File: config.mk
export PLATFORM = sky130hd
export DESIGN_NAME = peripheral_subsystem
export DESIGN_NICKNAME = d
export VERILOG_FILES = /design/src/periph_pkg.sv /design/src/peripheral_subsystem.sv /design/src/irq_ctrl.sv /design/src/gpio_regs.sv /design/src/periph_demux.sv /design/src/obi_reg_bridge.sv
export SDC_FILE = /design/constraint.sdc
export NUM_CORES = 1
export LEC_CHECK = 0
export BUFFER_PORTS_ARGS = -buffer_cell sky130_fd_sc_hd__buf_2
export CELL_PAD_IN_SITES_DETAIL_PLACEMENT = 0
export CELL_PAD_IN_SITES_GLOBAL_PLACEMENT = 1
export CORE_ASPECT_RATIO = 0.9
export CORE_MARGIN = 2
export CORE_UTILIZATION = 44
export DETAILED_ROUTE_END_ITERATION = 16
export HOLD_SLACK_MARGIN = 0.05
export PLACE_DENSITY = 0.86
export SYNTH_ARGS = -nofsm -noshare
export SYNTH_HDL_FRONTEND = slang
export SYNTH_SLANG_ARGS = --single-unit
export TNS_END_PERCENT = 20
File: constraint.sdc
create_clock -name clk_i -period 7.4 [get_ports clk_i]
set_input_delay 0.37 -clock clk_i [delete_from_list [all_inputs] [get_ports clk_i]]
set_output_delay 0.37 -clock clk_i [all_outputs]
set_load 0.005 [all_outputs]
File: src/periph_pkg.sv
// Bus types, sizes, address map and register offsets for the peripheral subsystem
// Modules pull these in with a wildcard import and use scoped names in their port lists
package periph_pkg;

  localparam int unsigned GPIO_WIDTH    = 8;
  localparam int unsigned NUM_SRC       = 16;
  localparam int unsigned NUM_EXT_INT   = 4;
  localparam int unsigned GPIO_IRQ_BASE = 1;
  localparam int unsigned EXT_IRQ_BASE  = 9;

  // Regions are 4 KiB, decoded on bits 31:12
  localparam int unsigned REGION_LSB = 12;

  typedef logic [31:0]             addr_t;
  typedef logic [31:0]             data_t;
  typedef logic [3:0]              strb_t;
  typedef logic [GPIO_WIDTH-1:0]   gpio_t;
  typedef logic [NUM_SRC-1:0]      irq_src_t;
  typedef logic [3:0]              irq_id_t;
  typedef logic [REGION_LSB-1:0]   reg_off_t;

  typedef struct packed {
    logic  req;
    logic  we;
    strb_t be;
    addr_t addr;
    data_t wdata;
  } obi_req_t;

  typedef struct packed {
    logic  gnt;
    logic  rvalid;
    data_t rdata;
    logic  err;
  } obi_rsp_t;

  typedef struct packed {
    logic  valid;
    logic  write;
    addr_t addr;
    data_t wdata;
    strb_t wstrb;
  } reg_req_t;

  typedef struct packed {
    data_t rdata;
    logic  error;
    logic  ready;
  } reg_rsp_t;

  localparam addr_t IRQ_BASE  = 32'h0000_0000;
  localparam addr_t GPIO_BASE = 32'h0000_1000;
  localparam addr_t EXT_BASE  = 32'h0000_2000;

  localparam reg_off_t GPIO_IN  = 12'h000;
  localparam reg_off_t GPIO_OUT = 12'h004;
  localparam reg_off_t GPIO_OE  = 12'h008;
  localparam reg_off_t GPIO_IE  = 12'h00C;
  localparam reg_off_t GPIO_IS  = 12'h010;

  localparam reg_off_t IRQ_PENDING = 12'h000;
  localparam reg_off_t IRQ_ENABLE  = 12'h004;
  localparam reg_off_t IRQ_CLAIM   = 12'h008;
  localparam reg_off_t IRQ_MSIP    = 12'h00C;

  // Byte-wise merge of write data into an old register value
  function automatic data_t apply_wstrb(data_t old_v, data_t new_v, strb_t strb);
    data_t res;
    res = old_v;
    for (int b = 0; b < 4; b++) begin
      if (strb[b]) res[b*8 +: 8] = new_v[b*8 +: 8];
    end
    return res;
  endfunction

endpackage
File: src/peripheral_subsystem.sv
// Peripheral subsystem top level
// OBI slave port in, GPIO, interrupt controller and an external register port behind it
`timescale 1ns/1ps

module peripheral_subsystem (
  input  logic                               clk_i,
  input  logic                               rst_n_i,

  input  periph_pkg::obi_req_t               slave_req_i,
  output periph_pkg::obi_rsp_t               slave_resp_o,

  // Interrupts
  input  logic [periph_pkg::NUM_EXT_INT-1:0] intr_ext_i,
  output logic                               irq_plic_o,
  output logic                               msip_o,

  // GPIO pins
  input  periph_pkg::gpio_t                  gpio_i,
  output periph_pkg::gpio_t                  gpio_o,
  output periph_pkg::gpio_t                  gpio_en_o,

  // External peripheral port
  output periph_pkg::reg_req_t               ext_slave_req_o,
  input  periph_pkg::reg_rsp_t               ext_slave_rsp_i
);

  import periph_pkg::*;

  reg_req_t bus_req;
  reg_rsp_t bus_rsp;
  reg_req_t irq_req;
  reg_rsp_t irq_rsp;
  reg_req_t gpio_req;
  reg_rsp_t gpio_rsp;
  gpio_t    gpio_intr;

  obi_reg_bridge u_bridge (
    .clk_i     (clk_i),
    .rst_n_i   (rst_n_i),
    .obi_req_i (slave_req_i),
    .obi_rsp_o (slave_resp_o),
    .reg_req_o (bus_req),
    .reg_rsp_i (bus_rsp)
  );

  periph_demux u_demux (
    .reg_req_i  (bus_req),
    .reg_rsp_o  (bus_rsp),
    .irq_req_o  (irq_req),
    .irq_rsp_i  (irq_rsp),
    .gpio_req_o (gpio_req),
    .gpio_rsp_i (gpio_rsp),
    .ext_req_o  (ext_slave_req_o),
    .ext_rsp_i  (ext_slave_rsp_i)
  );

  gpio_regs u_gpio (
    .clk_i     (clk_i),
    .rst_n_i   (rst_n_i),
    .reg_req_i (gpio_req),
    .reg_rsp_o (gpio_rsp),
    .gpio_i    (gpio_i),
    .gpio_o    (gpio_o),
    .gpio_en_o (gpio_en_o),
    .intr_o    (gpio_intr)
  );

  irq_ctrl u_irq (
    .clk_i       (clk_i),
    .rst_n_i     (rst_n_i),
    .reg_req_i   (irq_req),
    .reg_rsp_o   (irq_rsp),
    .gpio_intr_i (gpio_intr),
    .ext_intr_i  (intr_ext_i),
    .irq_o       (irq_plic_o),
    .msip_o      (msip_o)
  );

endmodule

File: src/irq_ctrl.sv
// Platform interrupt controller with pending, enable, claim and software interrupt
// Source 0 is reserved, so a claim of 0 means nothing is pending
`timescale 1ns/1ps

module irq_ctrl (
  input  logic                              clk_i,
  input  logic                              rst_n_i,
  input  periph_pkg::reg_req_t              reg_req_i,
  output periph_pkg::reg_rsp_t              reg_rsp_o,
  input  periph_pkg::gpio_t                 gpio_intr_i,
  input  logic [periph_pkg::NUM_EXT_INT-1:0] ext_intr_i,
  output logic                              irq_o,
  output logic                              msip_o
);

  import periph_pkg::*;

  irq_src_t src;
  irq_src_t src_q;
  irq_src_t pending_q;
  irq_src_t enable_q;
  irq_src_t claim_clr;
  irq_id_t  claim_id;
  logic     msip_q;
  logic     wr_en;
  logic     claim_rd;
  reg_off_t off;
  data_t    rdata;

  // Unused source numbers stay tied low
  always_comb begin
    src = '0;
    src[GPIO_IRQ_BASE +: GPIO_WIDTH] = gpio_intr_i;
    src[EXT_IRQ_BASE +: NUM_EXT_INT] = ext_intr_i;
  end

  assign off      = reg_req_i.addr[REGION_LSB-1:0];
  assign wr_en    = reg_req_i.valid & reg_req_i.write;
  assign claim_rd = reg_req_i.valid & ~reg_req_i.write & (off == IRQ_CLAIM);

  // Lowest enabled pending id wins
  always_comb begin
    claim_id = '0;
    for (int i = NUM_SRC - 1; i > 0; i--) begin
      if (pending_q[i] & enable_q[i]) claim_id = irq_id_t'(i);
    end
  end

  assign claim_clr = claim_rd ? (irq_src_t'(1) << claim_id) : '0;

  always_ff @(posedge clk_i or negedge rst_n_i) begin
    if (!rst_n_i) begin
      src_q     <= '0;
      pending_q <= '0;
      enable_q  <= '0;
      msip_q    <= 1'b0;
    end else begin
      src_q     <= src;
      pending_q <= (pending_q & ~claim_clr) | (src & ~src_q);
      if (wr_en && off == IRQ_ENABLE) begin
        enable_q <= irq_src_t'(apply_wstrb(data_t'(enable_q), reg_req_i.wdata, reg_req_i.wstrb));
      end
      if (wr_en && off == IRQ_MSIP && reg_req_i.wstrb[0]) begin
        msip_q <= reg_req_i.wdata[0];
      end
    end
  end

  always_comb begin
    rdata = '0;
    case (off)
      IRQ_PENDING: rdata[NUM_SRC-1:0] = pending_q;
      IRQ_ENABLE:  rdata[NUM_SRC-1:0] = enable_q;
      IRQ_CLAIM:   rdata[$bits(irq_id_t)-1:0] = claim_id;
      IRQ_MSIP:    rdata[0] = msip_q;
      default: ;
    endcase
  end

  assign reg_rsp_o = '{rdata: rdata, error: 1'b0, ready: 1'b1};
  assign irq_o     = |(pending_q & enable_q);
  assign msip_o    = msip_q;

endmodule

File: src/gpio_regs.sv
// GPIO register block with output, output enable and edge interrupt registers
// Inputs pass a two-stage synchronizer before use
`timescale 1ns/1ps

module gpio_regs (
  input  logic                 clk_i,
  input  logic                 rst_n_i,
  input  periph_pkg::reg_req_t reg_req_i,
  output periph_pkg::reg_rsp_t reg_rsp_o,
  input  periph_pkg::gpio_t    gpio_i,
  output periph_pkg::gpio_t    gpio_o,
  output periph_pkg::gpio_t    gpio_en_o,
  output periph_pkg::gpio_t    intr_o
);

  import periph_pkg::*;

  gpio_t    sync_q1, sync_q2, prev_q;
  gpio_t    out_q, oe_q, ie_q, is_q;
  gpio_t    rise;
  gpio_t    is_clr;
  logic     wr_en;
  reg_off_t off;
  data_t    rdata;

  assign off   = reg_req_i.addr[REGION_LSB-1:0];
  assign wr_en = reg_req_i.valid & reg_req_i.write;
  assign rise  = sync_q2 & ~prev_q;

  // Write ones to clear, byte enables respected
  assign is_clr = (wr_en && off == GPIO_IS) ?
                  gpio_t'(apply_wstrb('0, reg_req_i.wdata, reg_req_i.wstrb)) : '0;

  always_ff @(posedge clk_i or negedge rst_n_i) begin
    if (!rst_n_i) begin
      sync_q1 <= '0;
      sync_q2 <= '0;
      prev_q  <= '0;
      out_q   <= '0;
      oe_q    <= '0;
      ie_q    <= '0;
      is_q    <= '0;
    end else begin
      sync_q1 <= gpio_i;
      sync_q2 <= sync_q1;
      prev_q  <= sync_q2;
      is_q    <= (is_q & ~is_clr) | rise;
      if (wr_en) begin
        case (off)
          GPIO_OUT: out_q <= gpio_t'(apply_wstrb(data_t'(out_q), reg_req_i.wdata, reg_req_i.wstrb));
          GPIO_OE:  oe_q  <= gpio_t'(apply_wstrb(data_t'(oe_q), reg_req_i.wdata, reg_req_i.wstrb));
          GPIO_IE:  ie_q  <= gpio_t'(apply_wstrb(data_t'(ie_q), reg_req_i.wdata, reg_req_i.wstrb));
          default: ;
        endcase
      end
    end
  end

  always_comb begin
    rdata = '0;
    case (off)
      GPIO_IN:  rdata[GPIO_WIDTH-1:0] = sync_q2;
      GPIO_OUT: rdata[GPIO_WIDTH-1:0] = out_q;
      GPIO_OE:  rdata[GPIO_WIDTH-1:0] = oe_q;
      GPIO_IE:  rdata[GPIO_WIDTH-1:0] = ie_q;
      GPIO_IS:  rdata[GPIO_WIDTH-1:0] = is_q;
      default: ;
    endcase
  end

  assign reg_rsp_o = '{rdata: rdata, error: 1'b0, ready: 1'b1};
  assign gpio_o    = out_q;
  assign gpio_en_o = oe_q;
  assign intr_o    = is_q & ie_q;

endmodule

File: src/periph_demux.sv
// Address decode for the register bus
// Routes each access to the interrupt controller, GPIO or external port
`timescale 1ns/1ps

module periph_demux (
  input  periph_pkg::reg_req_t reg_req_i,
  output periph_pkg::reg_rsp_t reg_rsp_o,
  output periph_pkg::reg_req_t irq_req_o,
  input  periph_pkg::reg_rsp_t irq_rsp_i,
  output periph_pkg::reg_req_t gpio_req_o,
  input  periph_pkg::reg_rsp_t gpio_rsp_i,
  output periph_pkg::reg_req_t ext_req_o,
  input  periph_pkg::reg_rsp_t ext_rsp_i
);

  import periph_pkg::*;

  logic sel_irq;
  logic sel_gpio;
  logic sel_ext;

  assign sel_irq  = reg_req_i.addr[31:REGION_LSB] == IRQ_BASE[31:REGION_LSB];
  assign sel_gpio = reg_req_i.addr[31:REGION_LSB] == GPIO_BASE[31:REGION_LSB];
  assign sel_ext  = reg_req_i.addr[31:REGION_LSB] == EXT_BASE[31:REGION_LSB];

  // Same request to all targets, valid only at the selected one
  always_comb begin
    irq_req_o        = reg_req_i;
    irq_req_o.valid  = reg_req_i.valid & sel_irq;
    gpio_req_o       = reg_req_i;
    gpio_req_o.valid = reg_req_i.valid & sel_gpio;
    ext_req_o        = reg_req_i;
    ext_req_o.valid  = reg_req_i.valid & sel_ext;
  end

  always_comb begin
    if (sel_irq) begin
      reg_rsp_o = irq_rsp_i;
    end else if (sel_gpio) begin
      reg_rsp_o = gpio_rsp_i;
    end else if (sel_ext) begin
      reg_rsp_o = ext_rsp_i;
    end else begin
      // Unmapped, answered here
      reg_rsp_o = '{rdata: '0, error: 1'b1, ready: 1'b1};
    end
  end

endmodule

File: src/obi_reg_bridge.sv
// OBI slave to register bus bridge holding one access in flight
// Grants a new request in the cycle the held access completes
`timescale 1ns/1ps

module obi_reg_bridge (
  input  logic                clk_i,
  input  logic                rst_n_i,
  input  periph_pkg::obi_req_t obi_req_i,
  output periph_pkg::obi_rsp_t obi_rsp_o,
  output periph_pkg::reg_req_t reg_req_o,
  input  periph_pkg::reg_rsp_t reg_rsp_i
);

  import periph_pkg::*;

  logic  valid_q;
  logic  write_q;
  addr_t addr_q;
  data_t wdata_q;
  strb_t wstrb_q;
  logic  rvalid_q;
  data_t rdata_q;
  logic  err_q;
  logic  done;
  logic  gnt;

  assign done = valid_q & reg_rsp_i.ready;
  // Idle, or the held access finishes this cycle
  assign gnt  = obi_req_i.req & (~valid_q | reg_rsp_i.ready);

  always_ff @(posedge clk_i or negedge rst_n_i) begin
    if (!rst_n_i) begin
      valid_q  <= 1'b0;
      rvalid_q <= 1'b0;
    end else begin
      rvalid_q <= done;
      if (gnt) begin
        valid_q <= 1'b1;
      end else if (done) begin
        valid_q <= 1'b0;
      end
    end
  end

  always_ff @(posedge clk_i) begin
    if (gnt) begin
      write_q <= obi_req_i.we;
      addr_q  <= obi_req_i.addr;
      wdata_q <= obi_req_i.wdata;
      wstrb_q <= obi_req_i.be;
    end
    if (done) begin
      rdata_q <= reg_rsp_i.rdata;
      err_q   <= reg_rsp_i.error;
    end
  end

  assign reg_req_o = '{valid: valid_q, write: write_q, addr: addr_q,
                       wdata: wdata_q, wstrb: wstrb_q};
  assign obi_rsp_o = '{gnt: gnt, rvalid: rvalid_q, rdata: rdata_q, err: err_q};

endmodule

==> impl_metrics.yaml, run 1 <==
drt:
  wl_met2_um: 10440
  wl_um: 22210
  maxUsedRoutingLayer: "met5"
  drtIter0Drc: 350
  num_vias: 5953
  wl_met1_um: 9481
  detail-route-antenna-nets: 0
  wl_per_cell_um: 19.26
  wl_met3_um: 1872
  drc: 0
  dr.pass1.iters: 5
  viasPerCell: 5.163
placement:
  hpwl_um: 14830
  gp_congestion: 0.8945
  dp_slack_ns: 4.274
  portBuffers: 240
clock_network:
  path_clk_slew_ns: 0.06
  cts_sinks: 205
  numCtsBuffers: 22
  clk_latency_ns: 0.50
  cts.htree.levels: 1
  clockBufferDepth: 3
  cts_tree: "yes"
  cts_root_buf: "clkbuf_16"
  post_cts_buffers: 0
sta:
  min_period_over_period_pct: 48.36
  hold_viol: 0
  fmax_mhz: 279.4
  fin_ws_ns: 3.821
  min_period_ns: 3.579
  timing.final.max_slew_violations: 0
  worst_pin_slew_ns: 1.141
  finClkSkew_ns: 0.007665
  setup_viol: 0
  fin_tns_setup_ns: 0
  maxSlewHeadroom_pct: 23.75
  rsz0062_at_grt: "false"
yosys:
  synth_top_family_by_area: "multiplexers"
  synth_simple_gate_area_share_pct: 9.518
  synthMuxAreaShare_pct: 9.549
  synth_edf_count: 102
  synth_compound_area_share_pct: 9.196
  synth_top_area_cell: "edfxtp_1"
  synth_top_flop_cell: "dfrtp_1"
  ys_warn_count: 0
  post_synth.cell_area_avg_um2: 14.40
  synth_cells: 566
  synthAdderAreaFrac_pct: 0
  ys_ff_latch: 205
  synth_top_area_share_pct: 37.58
  syn_nets: 684
  syn_area_um2: 8150
  synth_top_cells_by_area: "edfxtp_1 38%, dfrtp_1 32%, mux2_2 4.4%"
  yosysSeqAreaShare_pct: 69.20
  synth-xor-area-share_pct: 0
  synthArstFlopShare_pct: 50.24
  yosysUniqueCellTypes: 56
layout:
  n_antenna_cell: 0
  drive_above_1_share_pct: 36.23
  final_cell_mix: "239 x buf_2, 103 x dfrtp_1, 102 x edfxtp_1"
  layout_commonest_cell: "buf_2"
  nFillCells: 1436
  fin_nets: 1010
  syn_to_final_growth_pct: 36.12
power:
  p_leak_uw: 0.004988
  power.density_nw_per_um2: 222.9
  ir_drop_uv: 293.9
min_path:
  min_path_cells: 1
  hold_class: "in2reg"
  min-delay-start: "slave_req_i[62]"
  hold_end: "u_bridge.addr_q[30]$_DFFE_PP_"
die:
  chipHeight_um: 133.1
  fp.dieW_um: 147.5
  core_um2: 18290
  dieArea_um2: 19630
  pin_count: 241
  start_util_pct: 44.56
  rows: 47
worst_setup_path:
  criticalPathCategory: "reg2out"
  path_max_fanout: 70
  required_ns: 7.03
  crit_start: "u_bridge.addr_q[26]$_DFFE_PP_"
  reg2reg_depth: 6
  cp-end-kind: "output pin"
  worstPathArrival_ns: 3.21
  cp-start-kind: "register"
  rr_startpoint: "u_bridge.addr_q[9]$_DFFE_PP_"
  r2r-end: "u_gpio.is_q[5]$_DFF_PN0_"
  reg2reg_setup_slack_ns: 4.53
global_route:
  antenna_found_initial: 1
  grt_pass1_wl_um: 34240
  grt.overflow.total: 0
  grt_pass1_vias: 6108
  track_usage_pct: 22.68
  grt_max_degree: 73
status:
  status: "complete, no violations"
run:
  cap_violations: 0
==> area by class of cell <==
cell class | count | area (um^2) | share of cell area, %
repair buffers | 320 | 1994 | 17.98
clock buffers | 30 | 633.1 | 5.707
multi-input cells | 313 | 2331 | 21.01
flip-flops and latches | 205 | 5640 | 50.84
clock inverters | 10 | 76.32 | 0.6879
well taps | 245 | 306.5 | 2.763
inverters | 30 | 112.6 | 1.015
==> timing repair <==
action                    CTS  global route
hold endpoints to repair  106             0
hold buffers               76             0
gates resized for setup     0             0
==> layer usage <==
layer / GRT usage [%] / vias up
li1: - / 2772
met1: 30.66 / 2881
met2: 37.05 / 265
met3: 6.164 / 33
met4: 5.288 / 2
met5: 0 / -
==> state kept, by name, indices dropped and copies added (netlist names), 4 cells and up <==
signal            count
u_bridge.wstrb_q      4
u_gpio.gpio_en_o      8
u_irq.src_q          12
u_gpio.gpio_o         8
u_gpio.sync_q1        8
u_gpio.sync_q2        8
u_irq.enable_q       16
u_gpio.prev_q         8
u_bridge.rdata_q     32
u_gpio.ie_q           8
u_bridge.addr_q      32
u_gpio.is_q           8
u_irq.pending_q      16
u_bridge.wdata_q     32
==> Yosys cell counts (2+ instances only) <==
cell	n
dfrtp_1	103
edfxtp_1	102
nand2_1	57
mux2_2	32
inv_1	30
o21ai_0	28
mux2i_1	23
and2_1	22
nand3_1	18
a22o_1	13
a22oi_1	12
a21oi_1	9
mux2_4	8
nor2_1	8
o221ai_1	8
clkbuf_1	7
nand4_1	5
nor4_1	5
o22ai_1	5
a21boi_0	4
a31oi_1	4
buf_4	4
nor3_1	4
a32o_1	3
buf_1	3
buf_2	3
mux4_2	3
nand2b_1	3
nor3b_1	3
o211ai_1	3
o21a_1	3
a222oi_1	2
and3_1	2
nand3b_1	2
nor4_4	2
o2111ai_1	2
o31ai_1	2
==> metrics by stage <==
stage,hold WS (ns),util (%),total power [uW],instance area (um^2),std cells
after CTS,0.05742,60.66,2496,11090,1153
after detailed placement,0.3319,52.62,1397,9624,1037
after floorplan,0.07441,-,1311,8150,566
after global placement,0.3305,52.62,1396,9624,1037
after global routing,0.05570,60.66,2555,11090,1153
final,0.06719,60.66,2473,11090,1153
==> worst max path at each step <==
| stage | cells after the start | endpoint | slack, ns |
|---|---|---|---|
| final | 7 | slave_resp_o[34] | 3.82 |
| after global routing | 7 | slave_resp_o[34] | 3.52 |
| after CTS | 7 | slave_resp_o[34] | 3.72 |
| after detailed placement | 7 | slave_resp_o[34] | 4.27 |
| after global placement | 7 | slave_resp_o[34] | 4.33 |
| after floorplan | 5 | u_bridge.err_q$_SDFFCE_PP0P_ | 3.51 |
==> power breakdown <==
group / internal (uW) / total [uW] / switching [uW]
logic: 76.1 / 145 / 68.6
clock network: 634 / 1070 / 432
registers: 1240 / 1260 / 22.0
==> kinds of logic after synthesis <==
logic type             count (synthesis)
AO/OA/AOI/OAI                        106
buffers and inverters                 48
flip-flops                           205
AND/OR/NAND/NOR                      141
multiplexers                          66
==> critical path, cell delays in order (launching register included) <==
cell	delay, ns
edfxtp_1	0.38
nor4_1	0.34
nand3_1	0.33
nor4b_4	0.32
buf_4	0.37
nand2_1	0.16
o21a_4	0.50
buf_2	0.27
Power figures use the tool's default switching activity.
==> run 2, diff against run 1 <==
CORE_UTILIZATION = 37   (was 44)
PLACE_DENSITY = 0.77   (was 0.86)
clock period = 2.9 ns   (was 7.4 ns; I/O delays follow)
==> run 2 against run 1 <==
Against the previous run:
- setup slack worse by 3.6 ns
- global-route usage shrank 2.5 points
- largest power group unchanged
- hold slack improved by 0.039 ns
- critical endpoint unchanged
- sequential share of layout area is 2.5 points lower
- register-to-register slack got worse by 4.2 ns
==> impl_metrics.yaml, run 2 (synthesis gave the netlist of run 1 again) <==
status:
  status: "complete, no violations"
layout:
  layout_commonest_cell: "buf_2"
  fin_cells: 1254
  syn_to_final_growth_pct: 43.20
  drive_above_1_share_pct: 36.34
  reg_top3: "u_bridge.addr_q: 32 flops, u_bridge.rdata_q: 32 flops, u_bridge.wdata_q: 32 flops"
  fin_nets: 1065
  final_area_um2: 11670
  final_cell_mix: "239 x buf_2, 116 x dlygate4sd3_1, 103 x dfrtp_1"
  nFillCells: 1818
  n_antenna_cell: 0
  utilization_pct: 53.95
worst_setup_path:
  cp-start-kind: "register"
  required_ns: 2.76
  criticalPathCategory: "reg2out"
  cp-end-kind: "output pin"
  cp_common_cell: "nand2_1"
  rr_startpoint: "u_bridge.addr_q[0]$_DFFE_PP_"
  crit_slowest_cell: "nor4_1"
  reg2reg_depth: 6
  worstPathArrival_ns: 2.52
  reg2reg_setup_slack_ns: 0.38
  r2r-end: "u_irq.enable_q[15]$_DFFE_PN0P_"
  crit_chain: "nor4_1 -> nand2_1 -> nor4b_4 -> nand2_1 -> o21a_4 -> buf_2"
  slowest_delay_ns: 0.40
  path_max_fanout: 18
clock_network:
  clk_latency_ns: 0.51
  numCtsBuffers: 23
  clockBufferDepth: 3
  cts_root_buf: "clkbuf_16"
  cts.htree.levels: 1
  cts_sinks: 205
  post_cts_buffers: 0
  cts_tree: "yes"
  path_clk_slew_ns: 0.06
global_route:
  track_usage_pct: 20.22
  grt_max_degree: 51
  grt_pass1_vias: 6432
  grt_pass1_wl_um: 35950
  grt.overflow.total: 0
  antenna_found_initial: 0
power:
  ir_drop_uv: 419.8
  power.density_nw_per_um2: 543.8
  p_leak_uw: 0.005218
sta:
  finClkSkew_ns: 0.01090
  min_period_ns: 2.667
  timing.final.max_slew_violations: 0
  setup_viol: 0
  fmax_mhz: 375.0
  worst_pin_slew_ns: 0.9863
  rsz0062_at_grt: "false"
  min_period_over_period_pct: 91.97
  hold_viol: 0
  fin_ws_ns: 0.2330
  maxSlewHeadroom_pct: 34.25
  fin_tns_setup_ns: 0
min_path:
  min_path_cells: 3
  hold_class: "in2reg"
  hold_end: "u_bridge.err_q$_SDFFCE_PP0P_"
  min-delay-start: "ext_slave_rsp_i[1]"
placement:
  gp_congestion: 0.8200
  place_area_um2: 9772
  hpwl_um: 15830
  dp_cells: 1095
  portBuffers: 240
  dp_slack_ns: 0.2871
die:
  rows: 51
  dieArea_um2: 23230
  chipHeight_um: 144.8
  fp.dieW_um: 160.4
  pin_count: 241
  start_util_pct: 37.68
  core_um2: 21630
drt:
  detail-route-antenna-nets: 0
  dr.pass1.iters: 5
  drc: 0
  num_vias: 6160
  viasPerCell: 4.912
  wl_per_cell_um: 18.64
  wl_um: 23370
  drtIter0Drc: 470
run:
  cap_violations: 0
run 2: cell types whose count changed in the layout (fill, tap and decap cells not counted), moves of 2 or more:
cell / delta
dlygate4sd3_1: +40
clkinvlp_4: +2
nor4_2: +2
clkinv_2: +3
o21a_2: +2
buf_4: +12
nor4_1: -2
clkbuf_1: -3
run 2: worst max path at each step:
stage               slack [ns]                          start  depth (start not counted)                            to
global placement          0.35  u_bridge.addr_q[26]$_DFFE_PP_                          5  u_gpio.gpio_o[4]$_DFFE_PN0P_
detailed placement        0.29  u_bridge.addr_q[29]$_DFFE_PP_                          5  u_gpio.gpio_o[3]$_DFFE_PN0P_
CTS                       0.07  u_bridge.addr_q[26]$_DFFE_PP_                          6              slave_resp_o[34]
global route              0.02  u_bridge.addr_q[26]$_DFFE_PP_                          6              slave_resp_o[34]
finish                    0.23  u_bridge.addr_q[18]$_DFFE_PP_                          6              slave_resp_o[34]
floorplan                 0.35  u_bridge.addr_q[15]$_DFFE_PP_                          6              slave_resp_o[34]
run 2: per-stage QoR:
stage / hold WS (ns) / total power (uW)
after global routing: 0.1408 / 6569
after CTS: 0.1620 / 6398
after floorplan: -0.1506 / 3344
after global placement: 0.2215 / 3569
after detailed placement: 0.2238 / 3572
final: 0.1063 / 6347
run 2: critical path, delay by kind of cell, from the launching register on:
kind,cells,cell delay (ns)
compound gates,1,0.35
buf+inv,1,0.17
simple gates,4,1.12
flops,1,0.39
run 2: routing by layer:
metal / track usage [%] / up-vias / share of wire, %
li1: - / 2890 / -
met1: 26.92 / 2973 / 44
met2: 33.96 / 264 / 47
met3: 4.275 / 33 / 7.4
met4: 5.405 / 0 / 2.2
met5: 0 / - / 0
run 2: power breakdown:
group          switching, uW  leakage [uW]  total (uW)  internal, uW
clock                   1140      0.000340        2700          1570
sequential              57.9       0.00230        3220          3170
combinational            186       0.00257         419           234
run 2: layout make-up:
class	instances	area (um^2)	area share, %
Sequential cell	205	5640	48.33
Timing Repair Buffer	372	2485	21.29
Clock inverter	15	106.4	0.9112
Clock buffer	26	596.8	5.114
Tap cell	291	364.1	3.120
Inverter	30	112.6	0.9648
Multi-Input combinational cell	315	2366	20.27
run 2: what timing repair did:
| action | 4_1_cts | 5_1_grt |
|---|---|---|
| resized for setup | 2 | 1 |
| endpoints found under the setup margin | 1 | 1 |
| gates cloned | 1 | 1 |
| hold buffers | 116 | 0 |
| endpoints found under the hold margin | 166 | 0 |
| pin swaps | 1 | 1 |
